<file path="src/source/ls_fifo.sv">
/*
 * Synchronous FIFO with a type parameter for its payload.
 * data_out shows the oldest entry while valid is high.
 * Used for the request queue and for the load attribute FIFO.
 */
module ls_fifo #(
    parameter type payload_t = logic [7:0],
    parameter int  DEPTH     = 2
) (
    input  logic     clk,
    input  logic     rst,
    input  logic     push,
    input  logic     pop,
    input  payload_t data_in,
    output payload_t data_out,
    output logic     valid,
    output logic     full
);

    payload_t mem [DEPTH];
    logic [$clog2(DEPTH)-1:0]   rd_ptr;
    logic [$clog2(DEPTH)-1:0]   wr_ptr;
    logic [$clog2(DEPTH+1)-1:0] count;

    always_ff @(posedge clk) begin
        if (push) begin
            mem[wr_ptr] <= data_in;
        end
    end

    always_ff @(posedge clk) begin
        if (rst) begin
            rd_ptr <= '0;
            wr_ptr <= '0;
            count  <= '0;
        end else begin
            if (push) begin
                wr_ptr <= (wr_ptr == DEPTH - 1) ? '0 : wr_ptr + 1'b1;
            end
            if (pop) begin
                rd_ptr <= (rd_ptr == DEPTH - 1) ? '0 : rd_ptr + 1'b1;
            end
            case ({push, pop})
                2'b10:   count <= count + 1'b1;
                2'b01:   count <= count - 1'b1;
                default: count <= count;
            endcase
        end
    end

    assign data_out = mem[rd_ptr];
    assign valid    = (count != 0);
    assign full     = (count == DEPTH);

    no_push_when_full: assert property (@(posedge clk) disable iff (rst) push |-> !full)
        else $error("push into full FIFO");
    no_pop_when_empty: assert property (@(posedge clk) disable iff (rst) pop |-> valid)
        else $error("pop from empty FIFO");

endmodule

</file>
<file path="config.mk">
export PLATFORM = sky130hd
export DESIGN_NAME = ls_fifo
export DESIGN_NICKNAME = d
export VERILOG_FILES = /design/src/source/ls_fifo.sv
export SDC_FILE = /design/constraint.sdc
export NUM_CORES = 1
export LEC_CHECK = 0
export CORE_UTILIZATION = 45
export DETAILED_ROUTE_END_ITERATION = 7
export DONT_BUFFER_PORTS = 1
export GPL_TIMING_DRIVEN = 0
export PLACE_DENSITY = 0.72
export SLEW_MARGIN = 10
export SYNTH_ARGS = -nofsm -noshare
export SYNTH_HDL_FRONTEND = slang
export SYNTH_SLANG_ARGS = --single-unit
</file>
<file path="constraint.sdc">
create_clock -name clk -period 1.26 [get_ports clk]
set_input_delay 0.189 -clock clk [delete_from_list [all_inputs] [get_ports clk]]
set_output_delay 0.189 -clock clk [all_outputs]
set_load 0.03 [all_outputs]
</file>
==> metrics <==
layout cells sized above 1=between 20% and 30%; initial antenna violation count=0; Placer Congestion=slightly above 0.6; Final #Nets=between 70 and 80; CTS tree=yes; crit path time final=around 1300 ps; Synth top area share=between 60% and 70%; top_reg_cell synth=edfxtp_1; Met2 Wirelength=about 540 microns; io pins=22; Core ar.=approximately 1600 sq um; synth top area cells=edfxtp_1 61%, dfxtp_1 13%, mux2_2 12%; Area Overhead vs Synth=23.3%; final setup fails=8; Min Hold Slack=between 40 and 50 ps; first-pass GRT wire length=around 1700 microns; Worst IR Drop VDD=798 uV; Power Density=1440 nW/um^2; IO buf count=0; Routed WL per cell=around 14 microns; met1 wire length=approximately 440 microns; synthesized cell area=roughly 780 sq um; Mapped Cells=47; status=complete, but fails checks; setup_tns=-499 ps; critical path required time=between 1000 and 1500 ps; sequential fraction of the synthesis area=between 70 and 80%; Synth cell types=15; die area=1910 sq um; Fin Clk Skew=0.901 ps; post-synthesis register bit count=21; Max-Cap Viols=0; DP Wirelength=687 microns; dpl cell area=between 800 and 900 sq um; Critical Path Sink Type=output port; root buffer cell=clkbuf_4; ys async rst share=0%; Starting Density=about half; routed vias=392; vias in the first global route=407; Leak Pwr=0.362 nW; Synth area leader=edfxtp_1; RSZ-0062 raised after global routing=yes; syn_area_per_cell=16.7 sq um; post-synthesis net count=60; most common cell in the netlist=edfxtp_1; total gr overflow=0; Num CTS Buffers=3; Die Y=about 44 microns; DRC Markers=2; Fmax=roughly 750 MHz; clock edge transition at the registers on the reported setup and hold paths=roughly 110 ps; Total Routing Usage GR=between 10 and 15%; final setup margin=-65.9 ps; Post-Layout Inst Area=966 sq um; slew of the pin with the lowest slew margin=~420 ps; dpl cells=63; Post-Route WL=~1100 microns; Synth top cells by count=16 x edfxtp_1, 8 x mux2_2, 5 x dfxtp_1, 5 x nor2_1, 3 x xnor2_1; die width=43.7 microns; CTS Sinks=21; Worst setup SP type=flip-flop; met3 routed wirelength=roughly 70 microns; DR iter-0 viols=12; crit path DAT=1140 ps; worst hold path type=input pin to flip-flop; row count=14; diodes inserted=0; final hold violations=0; WS Path Type=flip-flop to output port; Synthesis Warnings=0; H-tree levels=1; CP Max Fanout=8; pin count of the biggest net entering global routing=12; uppermost layer routed=met4; slew margin rel.=between 70% and 80%; DRT antenna net count=0; Vias per Instance=between 5 and 6; drt first pass iters=5; number of flops mapped to enable cells by yosys=16; ratio of final minimum period to clock period=105%; Final Max Slew Viols=0; total power=roughly 1.4 mW; clock latency on the worst-skew pair=between 200 and 300 ps; fin cells=76; failing checks=design-rule violations, negative setup slack; Bufs on Longest Clock Path=2
-- stage by stage --
step                setup slack (ps)  utilization (%)
CTS                            -73.7             61.8
global route                    -120             62.0
detailed placement              6.06             51.5
floorplan                        178                -
finish                         -65.9             62.0
global placement                26.1             51.5
-- power by group --
group / internal, mW / switching [mW] / leakage, nW
combinational: 0.114 / 0.150 / 0.155
sequential: 0.799 / 0.0226 / 0.192
clock: 0.123 / 0.184 / 0.0150
total: 1.04 / 0.356 / 0.362
-- layout make-up --
class / instances / area (sq um)
sequential: 21 / 582
multi-input combinational: 24 / 229
clock buffer: 4 / 26.3
inverter: 1 / 3.75
buffer: 1 / 15.0
tap: 16 / 20.0
timing repair buffer: 9 / 90.1
fill: 119 / 593
-- layer usage --
metal	global-route usage [%]	up-vias
li1	-	193
met1	14.9	183
met3	2.92	2
met5	0	-
met2	22.1	14
met4	5.63	0
-- cells in the final DEF (no fill, tap or decap), drive strengths merged --
cell and count:
edfxtp 16, ha 1, nor2 5, clkbuf 4, and2 1, dlygate4sd3 9
buf 1, mux2 8, or2 1, and2b 1, o21ai 1, xnor2 3
a21oi 1, dfxtp 5, inv 1, xor2 1, or3 1
-- flip-flops by register name (all words and copies together) (netlist names), named ones only --
| name | count |
|---|---|
| wr_ptr | 1 |
| mem | 16 |
| rd_ptr | 1 |
| count | 2 |
-- worst max-delay path, stage by stage (launching register included) --
cell and delay [ps]:
dfxtp_2 340, buf_8 140, mux2_4 360
-- cells by family after synthesis --
group | count (synthesis) | share of synthesized area [%]
flip-flops | 21 | 74.1
AND/OR/NAND/NOR | 9 | 5.91
buffers and inverters | 2 | 1.12
adder cells (fa/ha/maj) | 1 | 1.60
XOR/XNOR | 4 | 4.47
AO/OA/AOI/OAI | 2 | 1.28
multiplexers | 8 | 11.5
-- what timing repair did --
item | CTS | global route
gates resized for setup | 13 | 1
endpoints found under the setup margin | 16 | 9
buffers inserted | 0 | 0
hold buffers | 9 | 0
endpoints found under the hold margin | 21 | 0
-- worst paths after layout --
kind / startpoint / end / slack (ps) / depth (start not counted)
worst max-delay path: flip-flop / data_out[6] / -70 / 2
worst min-delay path: push / wr_ptr / 50 / 2
worst max register to register: wr_ptr / mem[1][5] / 190 / 1
worst min register to register: count[1] / count[1] / 520 / 2
Note: power is estimated with default switching activity, not from simulation.
