## config.mk

```make
export PLATFORM = sky130hd
export DESIGN_NAME = ls_address_gen
export DESIGN_NICKNAME = d
export VERILOG_FILES = /design/src/source/ls_pkg.sv /design/src/source/ls_address_gen.sv
export SDC_FILE = /design/constraint.sdc
export NUM_CORES = 1
export LEC_CHECK = 0
export CORE_MARGIN = 5
export CORE_UTILIZATION = 59
export CTS_CLUSTER_SIZE = 16
export DETAILED_ROUTE_END_ITERATION = 16
export DONT_BUFFER_PORTS = 1
export GPL_TIMING_DRIVEN = 0
export PLACE_DENSITY = 0.88
export SLEW_MARGIN = 20
export SYNTH_ARGS = -nofsm -noshare
export SYNTH_HDL_FRONTEND = slang
export SYNTH_SLANG_ARGS = --single-unit
```

## constraint.sdc

```tcl
create_clock -name clk -period 2.45 [get_ports clk]
set_clock_uncertainty 0.15 [all_clocks]
set_input_delay 0.1225 -clock clk [delete_from_list [all_inputs] [get_ports clk]]
set_output_delay 0.1225 -clock clk [all_outputs]
set_load 0.01 [all_outputs]
```

## src/source/ls_pkg.sv

```systemverilog
/*
 * Shared definitions for the load/store unit.
 * Widths, funct3 codes, exception codes, the address map of both memory
 * sub-units, queue depths and the request and load attribute structs.
 */
package ls_pkg;

    localparam int XLEN = 32;
    localparam int ID_W = 4;

    typedef logic [ID_W-1:0] id_t;

    // RISC-V load/store funct3 encodings
    localparam logic [2:0] FN3_B  = 3'b000;
    localparam logic [2:0] FN3_H  = 3'b001;
    localparam logic [2:0] FN3_W  = 3'b010;
    localparam logic [2:0] FN3_BU = 3'b100;
    localparam logic [2:0] FN3_HU = 3'b101;

    localparam logic [3:0] EXC_LOAD_MISALIGNED  = 4'd4;
    localparam logic [3:0] EXC_STORE_MISALIGNED = 4'd6;

    // Address map
    localparam logic [XLEN-1:0] LOCAL_BASE   = 32'h0000_0000;
    localparam int              LOCAL_WORDS  = 1024;
    localparam logic [XLEN-1:0] SCRATCH_BASE = 32'h0001_0000;
    localparam int              SCRATCH_WORDS = 64;

    localparam int LOCAL_LATENCY   = 1;
    localparam int SCRATCH_LATENCY = 2;

    // Queue depth doubles as the issuer's credit count
    localparam int REQ_QUEUE_DEPTH = 4;
    localparam int ATTR_DEPTH      = 2;

    typedef struct packed {
        logic [XLEN-1:0] addr;
        logic [3:0]      be;
        logic [XLEN-1:0] data;
        logic            load;
        logic            store;
        logic [2:0]      fn3;
        id_t             id;
    } ls_request_t;

    typedef struct packed {
        logic [1:0] byte_addr;
        logic       is_signed;
        logic [1:0] size_sel;   // 0 byte, 1 halfword, 2 word
        id_t        id;
        logic       sel;        // Set for the scratch sub-unit
    } load_attr_t;

endpackage

```

## src/source/ls_address_gen.sv

```systemverilog
/*
 * Address stage of the load/store unit.
 * Forms the effective address, checks alignment and builds byte enables.
 * Aligned requests are pushed into the request queue, misaligned ones
 * load the exception register until it is acknowledged.
 */
module ls_address_gen
    import ls_pkg::*;
(
    input  logic            clk,
    input  logic            rst,
    input  logic            req_valid,
    input  logic            req_load,
    input  logic            req_store,
    input  logic [2:0]      req_fn3,
    input  logic [XLEN-1:0] req_rs1,
    input  logic [11:0]     req_offset,
    input  logic [XLEN-1:0] req_data,
    input  id_t             req_id,
    input  logic            exc_ack,
    output logic            queue_push,
    output ls_request_t     queue_entry,
    output logic            exc_valid,
    output logic [3:0]      exc_code,
    output logic [XLEN-1:0] exc_tval,
    output id_t             exc_id
);

    logic [XLEN-1:0] eff_addr;
    logic            misaligned;
    logic            new_exc;
    logic [3:0]      be;
    logic [XLEN-1:0] store_data;

    assign eff_addr = req_rs1 + {{(XLEN-12){req_offset[11]}}, req_offset};

    //////////////////////////////
    // Alignment check
    always_comb begin
        case (req_fn3)
            FN3_H, FN3_HU: misaligned = eff_addr[0];
            FN3_W:         misaligned = |eff_addr[1:0];
            default:       misaligned = 1'b0;
        endcase
    end

    //////////////////////////////
    // Byte enables and lane replication
    always_comb begin
        be = 4'b0000;
        case (req_fn3[1:0])
            2'b00: begin
                be[eff_addr[1:0]] = 1'b1;
                store_data = {4{req_data[7:0]}};
            end
            2'b01: begin
                be = eff_addr[1] ? 4'b1100 : 4'b0011;
                store_data = {2{req_data[15:0]}};
            end
            default: begin
                be = 4'b1111;
                store_data = req_data;
            end
        endcase
    end

    assign queue_push  = req_valid & ~misaligned;
    assign queue_entry = '{addr: eff_addr, be: be, data: store_data, load: req_load,
                           store: req_store, fn3: req_fn3, id: req_id};

    //////////////////////////////
    // Exception register
    assign new_exc = req_valid & misaligned;

    always_ff @(posedge clk) begin
        if (rst) begin
            exc_valid <= 1'b0;
        end else begin
            exc_valid <= (exc_valid & ~exc_ack) | new_exc;
        end
    end

    // Held until acknowledged
    always_ff @(posedge clk) begin
        if (new_exc) begin
            exc_code <= req_store ? EXC_STORE_MISALIGNED : EXC_LOAD_MISALIGNED;
            exc_tval <= eff_addr;
            exc_id   <= req_id;
        end
    end

endmodule

```

==> flow_metrics.py <==
metrics = {
    "status": {
        "run_status": "completed",
    },
    "clocking": {
        "cts-buffers-inserted": 5,
        "cts_max_path_buffers": 2,
        "cell_chosen_for_the_clock_root": "sky130_fd_sc_hd__clkbuf_8",
        "tritoncts_clock_tree": "yes",
        "clock-sinks": 38,
        "cts_max_level": 2,
        "clkTransAtPathRegs_ns": 0.08,
        "clk_latency_ns": 0.29,
    },
    "final_layout": {
        "multiInputGateArea_um2": 2140,
        "final_nets": 491,
        "insertedDiodeCount": 0,
        "num-fill-cells": 454,
        "final_core_util_pct": 65.4,
        "layout.cells.most_common_list": "sky130_fd_sc_hd__edfxtp_1, sky130_fd_sc_hd__ha_1, sky130_fd_sc_hd__nand2_1, sky130_fd_sc_hd__a21oi_1, sky130_fd_sc_hd__buf_4",
        "synthToLayoutAreaGrowth_pct": 9.23,
        "most_common_library_cell_in_the_layout_ignoring_fill_and_taps": "sky130_fd_sc_hd__edfxtp_1",
        "post_route_cells_drive_above_1_share_pct": 22.2,
        "ff_latch_area_um2": 1130,
    },
    "drt": {
        "route.antenna.remaining_nets": 0,
        "drc_errors": 0,
        "detail_route.iter0.violations": 126,
        "route.detailed.vias_per_inst": 6.42,
        "routed-via-count": 2851,
        "routedWlPerCell_um": 21.7,
        "drt_pass1_iterations": 4,
        "drt-total-wl_mm": 9.64,
    },
    "setup_path": {
        "crit_path_start_kind": "input port",
        "cp_data_arrival_time_ns": 2.07,
        "r2r-end": "exc_valid",
        "worst_r2r_path_depth": 2,
        "timing.rr.start": "exc_valid",
        "critPathMaxFanout": 7,
        "cp-startpoint": "req_rs1[21]",
        "critPathKind": "input port to output port",
        "timing.reg2reg.setup_slack_ns": 1.64,
        "crit_path_end_kind": "output port",
        "crit_required_ns": 2.18,
    },
    "power": {
        "power.ir.vdd_worst_mv": 0.363,
        "cellLeakagePower_nw": 1.54,
        "fin_total_pwr_mw": 2.06,
        "powerDensity_nw_per_um2": 542,
    },
    "global_route": {
        "first_global_vias": 2868,
        "first_pass_grt_wire_length_mm": 14.2,
        "globalRouteOverflowTotal": 0,
        "grt_util_all_layers_pct": 23.8,
        "grt_start_max_net_pins": 39,
        "antenna_found_initial": 0,
    },
    "synth": {
        "netlist_instances": 353,
        "syn-cell-area_um2": 3480,
        "proportion_of_synthesized_flip_flops_having_asynchronous_set_or_reset_pct": 0,
        "ys.warnings.count": 0,
        "ys_seq_area_share_pct": 32.5,
        "synthFlopType": "sky130_fd_sc_hd__edfxtp_1",
        "post_synth.cell_area_avg_um2": 9.87,
        "synth_enable_flop_cells": 37,
        "synth_seq_cells": 38,
        "post-synth-top-area-cell": "sky130_fd_sc_hd__edfxtp_1",
        "synth_top_area_share_pct": 31.9,
        "ys_top_cells_by_area": "sky130_fd_sc_hd__edfxtp_1, sky130_fd_sc_hd__ha_1, sky130_fd_sc_hd__mux2_2, sky130_fd_sc_hd__buf_4, sky130_fd_sc_hd__xor2_1",
        "synth.distinct_cells": 59,
    },
    "worst_hold_path": {
        "hold_crit_path_type": "input port to flip-flop",
        "min-delay-start": "req_rs1[31]",
        "timing.hold.worst_endpoint": "exc_tval[31]",
        "number_of_cells_traversed_by_the_worst_hold_path": 2,
    },
    "timing": {
        "worst-slew-pin-transition_ns": 0.941,
        "finalHoldWorstSlack_ns": 0.104,
        "finalHoldViolations": 0,
        "max_slew_margin_pct": 37.3,
        "timing.final.max_slew_violations": 0,
        "unrepaired_setup_endpoints_after_global_routing": "true",
        "fin_crit_share_pct": 95.5,
        "final_critical_path_time_including_i_o_delays_and_setup_ns": 2.34,
        "setup_violations": 0,
        "finalWorstSetupSlack_ns": 0.110,
        "max_freq_mhz": 427,
    },
    "place": {
        "dpl_ws_ns": -0.483,
        "io_buffer_count": 0,
        "place.gp.congestion": 0.846,
        "dpl.hpwl_mm": 7.68,
    },
    "floorplan": {
        "effective_utilization_at_floorplan_pct": 59.9,
        "fp.dieH_um": 86.9,
        "core_area_um2": 5820,
        "width_of_the_die_um": 86.9,
        "floorplan.rows": 28,
        "ioPinCount": 208,
        "fp.dieArea_um2": 7540,
    },
    "flow_run": {
        "cap_viol_max_count": 0,
    },
}
## worst max-delay path by stage
stage / to / cells past startpoint
global route: queue_entry[66] / 8
global placement: exc_tval[28] / 9
detailed placement: exc_tval[28] / 9
floorplan: exc_tval[28] / 9
CTS: queue_entry[73] / 9
finish: queue_entry[73] / 9
## cell families after synthesis
kind of cell	Yosys count	share of synthesized area, %
compound gates	111	22.7
simple gates	75	10.5
buf+inv	44	8.15
flops	38	32.5
fa+ha+maj	32	11.7
xor+xnor	27	6.79
mux	24	7.47
other cells	2	0.216
## worst max-delay path: stages
cell and delay, ns:
sky130_fd_sc_hd__ha_1 0.29, sky130_fd_sc_hd__buf_6 0.14, sky130_fd_sc_hd__a211o_1 0.26, sky130_fd_sc_hd__a41o_1 0.23
sky130_fd_sc_hd__o22ai_2 0.19, sky130_fd_sc_hd__o21ai_2 0.10, sky130_fd_sc_hd__a221oi_2 0.35, sky130_fd_sc_hd__a21oi_2 0.11
sky130_fd_sc_hd__xor2_2 0.28
## registers in the layout, indices dropped and copies added, names as in the netlist
| register | count |
|---|---|
| exc_id | 4 |
| exc_code | 1 |
| exc_valid | 1 |
| exc_tval | 32 |
## area by class of cell
class                           instances  area share (%)
Multi-Input combinational cell        272            56.2
Clock inverter                          1          0.0986
Timing Repair Buffer                    9            2.24
Inverter                               11            1.08
Buffer                                 33            6.38
Clock buffer                            5            1.81
Tap cell                               75            2.47
Sequential cell                        38            29.7
## cells in the mapped netlist, types with 11 or more instances
cell / number
sky130_fd_sc_hd__ha_1: 31
sky130_fd_sc_hd__nand2_1: 29
sky130_fd_sc_hd__o21ai_0: 19
sky130_fd_sc_hd__nor2_1: 12
sky130_fd_sc_hd__a21o_1: 13
sky130_fd_sc_hd__mux2_2: 16
sky130_fd_sc_hd__a21oi_1: 26
sky130_fd_sc_hd__edfxtp_1: 37
sky130_fd_sc_hd__buf_4: 21
sky130_fd_sc_hd__xnor2_1: 12
sky130_fd_sc_hd__xor2_1: 15
sky130_fd_sc_hd__inv_1: 11
## per-layer routing
layer | share of wire (%) | GRT usage [%] | wire [um] | vias up
met3 | 10 | 8.42 | 998 | 19
met1 | 34 | 23.2 | 3250 | 1320
met5 | 0 | 0 | 0 | -
li1 | - | - | - | 1327
met4 | 2.1 | 8.36 | 202 | 0
met2 | 54 | 45.5 | 5190 | 185
## through the flow
step	instance area, um^2	cells	setup TNS [ns]
after floorplan	3490	354	0
after global placement	3580	429	-5.77
after detailed placement	3580	429	-7.95
after CTS	3740	442	0
after global routing	3810	444	-0.0121
final	3810	444	0
## power by group
part	leakage, nW	internal [mW]	switching (mW)	total [mW]
logic	1.16	0.306	0.511	0.817
registers	0.347	0.800	0.0432	0.843
clock network	0.0375	0.186	0.217	0.403
total	1.54	1.29	0.772	2.06
## what timing repair did
item,in CTS,in global routing
resized for setup,4,8
buffers inserted,0,2
setup endpoints to repair,6,5
pin swaps,4,6
hold endpoints to repair,6,0
hold buffers,7,0
No activity file was read; power rests on OpenSTA's default activity.
