File: config.mk
export PLATFORM = sky130hd
export DESIGN_NAME = ls_load_align
export DESIGN_NICKNAME = d
export VERILOG_FILES = /design/src/source/ls_pkg.sv /design/src/source/ls_load_align.sv
export SDC_FILE = /design/constraint.sdc
export NUM_CORES = 1
export LEC_CHECK = 0
export ABC_AREA = 1
export BUFFER_PORTS_ARGS = -buffer_cell sky130_fd_sc_hd__buf_2
export CORE_UTILIZATION = 38
export DETAILED_ROUTE_END_ITERATION = 10
export GPL_ROUTABILITY_DRIVEN = 0
export PLACE_DENSITY = 0.86
export SLEW_MARGIN = 10
export SYNTH_ARGS = -nofsm -noshare
export SYNTH_HDL_FRONTEND = slang
export SYNTH_SLANG_ARGS = --single-unit
File: constraint.sdc
create_clock -name vclk -period 1.6
set_clock_uncertainty 0.2 [all_clocks]
set_input_delay 0.24 -clock vclk [all_inputs]
set_output_delay 0.24 -clock vclk [all_outputs]
set_load 0.005 [all_outputs]
File: src/source/ls_pkg.sv
/*
 * Shared definitions for the load/store unit.
 * Widths, funct3 codes, exception codes, the address map of both memory
 * sub-units, queue depths and the request and load attribute structs.
 */
package ls_pkg;

    localparam int XLEN = 32;
    localparam int ID_W = 4;

    typedef logic [ID_W-1:0] id_t;

    // RISC-V load/store funct3 encodings
    localparam logic [2:0] FN3_B  = 3'b000;
    localparam logic [2:0] FN3_H  = 3'b001;
    localparam logic [2:0] FN3_W  = 3'b010;
    localparam logic [2:0] FN3_BU = 3'b100;
    localparam logic [2:0] FN3_HU = 3'b101;

    localparam logic [3:0] EXC_LOAD_MISALIGNED  = 4'd4;
    localparam logic [3:0] EXC_STORE_MISALIGNED = 4'd6;

    // Address map
    localparam logic [XLEN-1:0] LOCAL_BASE   = 32'h0000_0000;
    localparam int              LOCAL_WORDS  = 1024;
    localparam logic [XLEN-1:0] SCRATCH_BASE = 32'h0001_0000;
    localparam int              SCRATCH_WORDS = 64;

    localparam int LOCAL_LATENCY   = 1;
    localparam int SCRATCH_LATENCY = 2;

    // Queue depth doubles as the issuer's credit count
    localparam int REQ_QUEUE_DEPTH = 4;
    localparam int ATTR_DEPTH      = 2;

    typedef struct packed {
        logic [XLEN-1:0] addr;
        logic [3:0]      be;
        logic [XLEN-1:0] data;
        logic            load;
        logic            store;
        logic [2:0]      fn3;
        id_t             id;
    } ls_request_t;

    typedef struct packed {
        logic [1:0] byte_addr;
        logic       is_signed;
        logic [1:0] size_sel;   // 0 byte, 1 halfword, 2 word
        id_t        id;
        logic       sel;        // Set for the scratch sub-unit
    } load_attr_t;

endpackage

File: src/source/ls_load_align.sv
/*
 * Load data alignment.
 * Picks the returning sub-unit's word, moves the addressed byte or
 * halfword to the low end and sign- or zero-extends it.
 */
module ls_load_align
    import ls_pkg::*;
(
    input  logic            sel,
    input  logic [XLEN-1:0] local_data,
    input  logic [XLEN-1:0] scratch_data,
    input  load_attr_t      attr,
    output logic [XLEN-1:0] load_data
);

    logic [XLEN-1:0] raw;
    logic [7:0]      byte_field;
    logic [15:0]     half_field;
    logic            sign_bit;

    assign raw = sel ? scratch_data : local_data;

    // Accesses are aligned, so a halfword sits in one half of the word
    assign byte_field = raw[attr.byte_addr*8 +: 8];
    assign half_field = attr.byte_addr[1] ? raw[31:16] : raw[15:0];

    always_comb begin
        case (attr.size_sel)
            2'd0: begin
                sign_bit  = attr.is_signed & byte_field[7];
                load_data = {{24{sign_bit}}, byte_field};
            end
            2'd1: begin
                sign_bit  = attr.is_signed & half_field[15];
                load_data = {{16{sign_bit}}, half_field};
            end
            default: begin
                sign_bit  = 1'b0;
                load_data = raw;
            end
        endcase
    end

endmodule

==> results of run 1 <==
[repair_timing]
item                                    in CTS  in global routing
setup buffers                                9                  0
cloned                                       2                  0
gates resized for setup                     84                 47
endpoints found under the setup margin      32                 32
pin swaps                                   33                 23
hold buffers                                 0                  0
[stage by stage]
step	TNS, ns	worst slack (ns)	hold slack (ns)
CTS	-1.40	-0.0677	0.683
floorplan	0	0.122	0.376
global route	-7.19	-0.334	0.729
global placement	-4.36	-0.181	0.656
detailed placement	-5.08	-0.198	0.683
finish	-4.18	-0.228	0.695
[power by group through the flow]
stage / logic, mW / registers [mW] / clock network (mW)
finish: 0.771 / 0 / 0
CTS: 0.622 / 0 / 0
floorplan: 0.251 / 0 / 0
global placement: 0.489 / 0 / 0
detailed placement: 0.498 / 0 / 0
global route: 0.823 / 0 / 0
[worst min-delay path, cell delays in order]
cell      delay (ns)
buf_2           0.08
nand2_1         0.04
nand2_1         0.05
nand2_1         0.05
o211ai_1        0.08
buf_2           0.12
[logic make-up (layout without fill, tap and decap cells)]
kind of cell / count (synthesis) / in the layout / synth area share, %
compound gates: 25 / 25 / 14.2
mux: 7 / 7 / 6.75
buf+inv: 24 / 155 / 11.3
simple gates: 150 / 151 / 67.7
[layout by cell type, fill, tap and decap left out]
master | netlist | final
o21ai_4 | 0 | 4
o21ai_2 | 0 | 5
or2_2 | 27 | 19
buf_2 | 4 | 93
nand2_8 | 0 | 2
nor2_4 | 1 | 3
nor2_2 | 1 | 1
buf_12 | 0 | 2
buf_8 | 0 | 1
o21ai_1 | 3 | 4
or2_1 | 1 | 1
inv_8 | 0 | 1
mux2i_1 | 7 | 6
or2_4 | 0 | 8
inv_1 | 13 | 11
buf_6 | 3 | 17
a31oi_4 | 0 | 1
nand2_2 | 1 | 21
buf_4 | 0 | 27
mux2i_2 | 0 | 1
nand2_4 | 1 | 5
inv_2 | 2 | 1
a21oi_2 | 1 | 1
a21oi_4 | 0 | 1
nand3_4 | 0 | 4
nand3_2 | 2 | 19
o211ai_1 | 7 | 7
nand3_1 | 30 | 9
o21ai_0 | 12 | 2
inv_4 | 0 | 2
nand2_1 | 84 | 59
[cell type report]
cell class         count  area [um2]  area share, %
well taps             30        37.5           1.62
multi-input cells    183        1300           56.0
repair buffers       140         915           39.4
inverters             15        68.8           2.96
[synthesized netlist by cell type (all sizes together)]
| master | instances | area, um2 |
|---|---|---|
| o211ai | 7 | 52.6 |
| a31oi | 1 | 6.26 |
| a21oi | 2 | 13.8 |
| o21ai | 15 | 75.1 |
| buf | 7 | 53.8 |
| nor2 | 4 | 25.0 |
| nand3 | 32 | 170 |
| inv | 15 | 56.3 |
| or2 | 28 | 175 |
| nand2 | 86 | 333 |
| clkbuf | 2 | 7.51 |
| mux2i | 7 | 70.1 |
[per-layer routing]
| layer | routed length (um) | GRT usage [%] | up-vias |
|---|---|---|---|
| met4 | 674 | 20.1 | 0 |
| met3 | 946 | 5.28 | 89 |
| met1 | 2340 | 38.9 | 964 |
| met5 | 0 | 0 | - |
| met2 | 3430 | 69.7 | 270 |
| li1 | - | - | 945 |
[final timing paths]
path	from	endpoint	slack (ns)
worst max-delay path	sel	load_data[2]	-0.23
worst min-delay path	local_data[3]	load_data[3]	0.70
==> impl_metrics.yaml, run 1 <==
global_routing:
  grt_pass1_vias: 1848
  grt_usage_pct: 37.1
  grt_max_degree: 24
  antenna_found_initial: 0
  grt.overflow.total: 0
  grt_pass1_wl_mm: 7.89
floorplan:
  io_pins: 107
  placementRows: 18
  core_um2: 2520
  dieArea_um2: 2950
  initial_core_util_pct: 41.2
  die_h_um: 54.3
  dieWidth_um: 54.3
placement:
  place_hpwl_mm: 3.26
  placement.cell_area_um2: 1740
  io_buffers: 102
  placed_cells: 358
finish:
  nets: 415
  nFlopsAndLatches: 0
  area_growth_syn_to_layout_pct: 124
  register_area_um2: 0
  stdcell_count: 368
  nClkBuffers: 0
  antenna_cells: 0
  fillers: 104
  final_area_um2: 2320
  finalCoreUtilization_pct: 92.1
  drive_above_1_share_pct: 70.7
drt:
  wl_mm: 7.39
  via_per_inst: 6.16
  drc: 0
  firstDrtPassIters: 5
  wire_per_inst_um: 20.1
  vias: 2268
  first_iter_violations: 159
  ant_nets: 0
power:
  switching_share_pct: 52.3
  p_int_uw: 368
  pwr-share-clk_pct: 0
  p_total_uw: 771
  p_comb_share_pct: 100.0
  p_leak_nw: 1.32
  pwr-share-seq_pct: 0
  peakVddDrop_mv: 0.264
  p_per_area_nw_per_um2: 332
  p_sw_uw: 404
setup_path:
  cp_slowest_stage_delay_ns: 0.34
  critPathSlowestCell: "o21ai_0"
  crit_fanout: 7
  worst_ep_required_time_ns: 1.16
  crit_chain: "buf_12 > buf_6 > o21ai_0 > nand2_1 > nand3_1 > o211ai_1 > buf_2"
  crit_arrival_ns: 1.39
  startpoint_type: "primary input"
  setup.worst_path.end_class: "primary output"
  cpLargestDelayFamily: "compound AO/OA/AOI/OAI gates"
  cp.depth: 7
  worst-path-buf-inv: 3
  crit_type: "in -> out"
logic_synthesis:
  seq_area_frac_synth_pct: 0
  synth_nets: 281
  synth.distinct_cells: 22
  yosysWarnings: 0
  syn_inst: 206
  synth_area_um2: 1040
  postSynthAreaPerCell_um2: 5.04
sta:
  finalHoldViolations: 0
  slew_violations: 0
  finalWorstSetupSlack_ns: -0.228
  rsz0062_at_grt: "true"
  min_period_ns: 1.83
  setup_viol_count_final: 32
  slew_headroom_pct: 66.6
  fin_crit_sh_pct: 114
  tightest_slew_ns: 0.500
  fmax_mhz: 547
run_status:
  status: "finished with violations"
  violations: "setup timing"
hold_path:
  hold_path_depth: 6
  min_path_type: "in -> out"
flow_run:
  maxCapViolations: 0
(Power assumes the default switching activity.)
==> inputs of run 2 (changes only) <==
- CORE_MARGIN: unset -> 1.5
==> run 2 against run 1 <==
The flow now stops in global routing. Synthesized cell count unchanged. Area after synthesis unchanged.
==> impl_metrics.yaml, run 2 <==
logic_synthesis:
  synth_common_cells: "nand2_1 (84), nand3_1 (30), or2_2 (27)"
  synth_top_area_share_pct: 30.4
  synth.area.top_cells: "nand2_1 (30%), or2_2 (16%), nand3_1 (14%), mux2i_1 (6.7%), o21ai_0 (5.8%)"
  yosysMostFrequentCell: "nand2_1"
  synth_area_um2: 1040
  yosysWarnings: 0
  postSynthAreaPerCell_um2: 5.04
  seq_area_frac_synth_pct: 0
  synth_nets: 281
  synth.distinct_cells: 22
  syn_inst: 206
  synth_top_area_cell: "nand2_1"
floorplan:
  placementRows: 18
  die_h_um: 55.3
  io_pins: 107
  initial_core_util_pct: 41.2
  dieWidth_um: 55.3
cts:
  cts_hold_buffers: 0
run_status:
  stop_error: "[ERROR GRT-0232] Routing congestion too high. Check the congestion heatmap in the GUI."
  status: "stopped before the end"
  stop_stage: "global routing"
global_routing:
  grt_max_degree: 24
  grt.overflow.total: 3
  grt_usage_pct: 55.9
placement:
  io_buffers: 102
  place_hpwl_mm: 3.33
sta:
  worst_path_end_type: "top-level output"
  postGrtWorstEndpoint: "load_data[20]"
run 2: cell counts after synthesis:
Identical to the previous run, type by type.
run 2: repair_timing:
item,4_1_cts
pin swaps,34
resized for setup,98
gates cloned,2
endpoints found under the setup margin,32
buffers inserted,6
run 2: logic make-up after synthesis:
group / after synthesis / share of synthesized area, %
multiplexers: 7 / 6.75
buffers and inverters: 24 / 11.3
AND/OR/NAND/NOR: 150 / 67.7
AO/OA/AOI/OAI: 25 / 14.2
run 2: layer usage:
layer | global-route usage, % | GRT overflow
met5 | 0 | 0
met2 | 82.1 | 2
met3 | 23.2 | 0
met4 | 54.7 | 1
met1 | 58.7 | 0
run 2: per-stage QoR:
| stage | setup WS [ns] | hold slack (ns) | cells | instance area, um2 | setup TNS [ns] |
|---|---|---|---|---|---|
| 3_5_place_dp | -0.220 | 0.678 | 355 | 1730 | -5.62 |
| 2_1_floorplan | 0.122 | 0.376 | 206 | 1040 | 0 |
| 3_3_place_gp | -0.193 | 0.654 | 355 | 1730 | -4.79 |
| 4_1_cts | -0.0588 | 0.649 | 363 | 2140 | -1.09 |
==> inputs of run 3 (changes only) <==
- CORE_AREA: unset -> 2 2 63 65
- CORE_MARGIN: 1.5 -> unset
- CORE_UTILIZATION: 38 -> unset
- DIE_AREA: unset -> 0 0 65 67
- PLACE_DENSITY: 0.86 -> unset
- PLACE_DENSITY_LB_ADDON: unset -> 0.15
==> run 3 against run 2 <==
The flow now finishes, with violations (setup timing).
==> impl_metrics.yaml, run 3 (synthesis results as in run 1) <==
run_status:
  status: "finished with violations"
  violations: "setup timing"
global_routing:
  grt_usage_pct: 21.1
  antenna_found_initial: 0
  grt.overflow.total: 0
  grt_pass1_vias: 1614
  grt_max_degree: 24
  grt_pass1_wl_mm: 7.33
power:
  p_comb_share_pct: 100.0
  switching_share_pct: 48.2
  p_int_uw: 349
  p_sw_uw: 324
  p_leak_nw: 1.30
  peakVddDrop_mv: 0.140
  p_per_area_nw_per_um2: 296
  pwr-share-seq_pct: 0
  pwr-share-clk_pct: 0
  p_total_uw: 674
floorplan:
  dieWidth_um: 65
  core_um2: 3610
  die_h_um: 67
  io_pins: 107
  placementRows: 22
  dieArea_um2: 4360
  initial_core_util_pct: 28.8
drt:
  drc: 0
  ant_nets: 0
  wl_mm: 4.91
  via_per_inst: 4.72
  firstDrtPassIters: 4
  vias: 1785
  first_iter_violations: 59
  wire_per_inst_um: 13.0
sta:
  slew_headroom_pct: 70.8
  finalHoldViolations: 0
  fin_crit_sh_pct: 106
  setup_viol_count_final: 32
  rsz0062_at_grt: "true"
  fmax_mhz: 590
  finalWorstSetupSlack_ns: -0.0957
  slew_violations: 0
  tightest_slew_ns: 0.438
  min_period_ns: 1.70
hold_path:
  hold_end: "load_data[0]"
  hold_path_depth: 6
  min_path_type: "in -> out"
  min_from: "local_data[0]"
finish:
  final_common_cell: "buf_2"
  final_area_um2: 2280
  nClkBuffers: 0
  area_growth_syn_to_layout_pct: 119
  register_area_um2: 0
  final_cell_mix: "buf_2 (96), nand2_1 (54), nand2_2 (24), nand3_2 (19), buf_4 (19)"
  antenna_cells: 0
  nets: 407
  finalCoreUtilization_pct: 63.2
  drive_above_1_share_pct: 72.1
  nFlopsAndLatches: 0
setup_path:
  startpoint_type: "primary input"
  setup.worst_path.end_class: "primary output"
  crit_fanout: 8
  worst_ep_required_time_ns: 1.16
  crit_arrival_ns: 1.26
  crit_type: "in -> out"
placement:
  place_hpwl_mm: 3.40
  placement.cell_area_um2: 1760
  io_buffers: 102
  pre_cts_ws_ns: -0.265
cts:
  cts_hold_buffers: 0
flow_run:
  maxCapViolations: 0
[run 3: cell type report]
cell class	count	area (um2)
inverter	15	73.8
timing repair buffer	132	868
fill	362	1330
multi-input combinational	183	1280
tap	48	60.1
[run 3: critical path, stage by stage]
cell     delay (ns)
buf_12         0.12
buf_6          0.12
nand2_4        0.06
nand2_4        0.05
nand2_2        0.06
nand2_2        0.06
nand2_4        0.08
nand3_4        0.13
nand2_8        0.15
nand2_2        0.06
buf_2          0.12
[run 3: how the worst max path moves through the flow]
stage | cells after the start | start | end
3_5_place_dp | 11 | sel | load_data[10]
3_3_place_gp | 9 | sel | load_data[10]
5_1_grt | 9 | sel | load_data[30]
6_report | 11 | sel | load_data[26]
2_1_floorplan | 7 | attr[5] | load_data[16]
4_1_cts | 11 | sel | load_data[20]
[run 3: routing by layer]
layer / vias to the layer above / wire length [um] / GRT usage [%]
met3: 0 / 270 / 1.35
li1: 929 / - / -
met5: - / 0 / 0
met2: 63 / 2640 / 41.5
met4: 0 / 0 / 2.13
met1: 793 / 1990 / 25.6
[run 3: power groups by stage]
stage	sequential, mW	clock (mW)	combinational [mW]
floorplan	0	0	0.251
global placement	0	0	0.499
detailed placement	0	0	0.501
CTS	0	0	0.623
global route	0	0	0.734
finish	0	0	0.674
[run 3: per-stage QoR]
stage / hold slack (ns) / setup TNS, ns / instances
after floorplan: 0.376 / 0 / 206
after global placement: 0.669 / -6.03 / 374
after detailed placement: 0.669 / -6.10 / 374
after CTS: 0.668 / -1.70 / 377
after global routing: 0.702 / -3.34 / 378
final: 0.673 / -1.98 / 378
[run 3: repair_timing]
action                                  CTS  global route
pin swaps                                38            22
resized for setup                        98            37
gates cloned                              2             0
endpoints found under the setup margin   32            32
setup buffers                             2             1
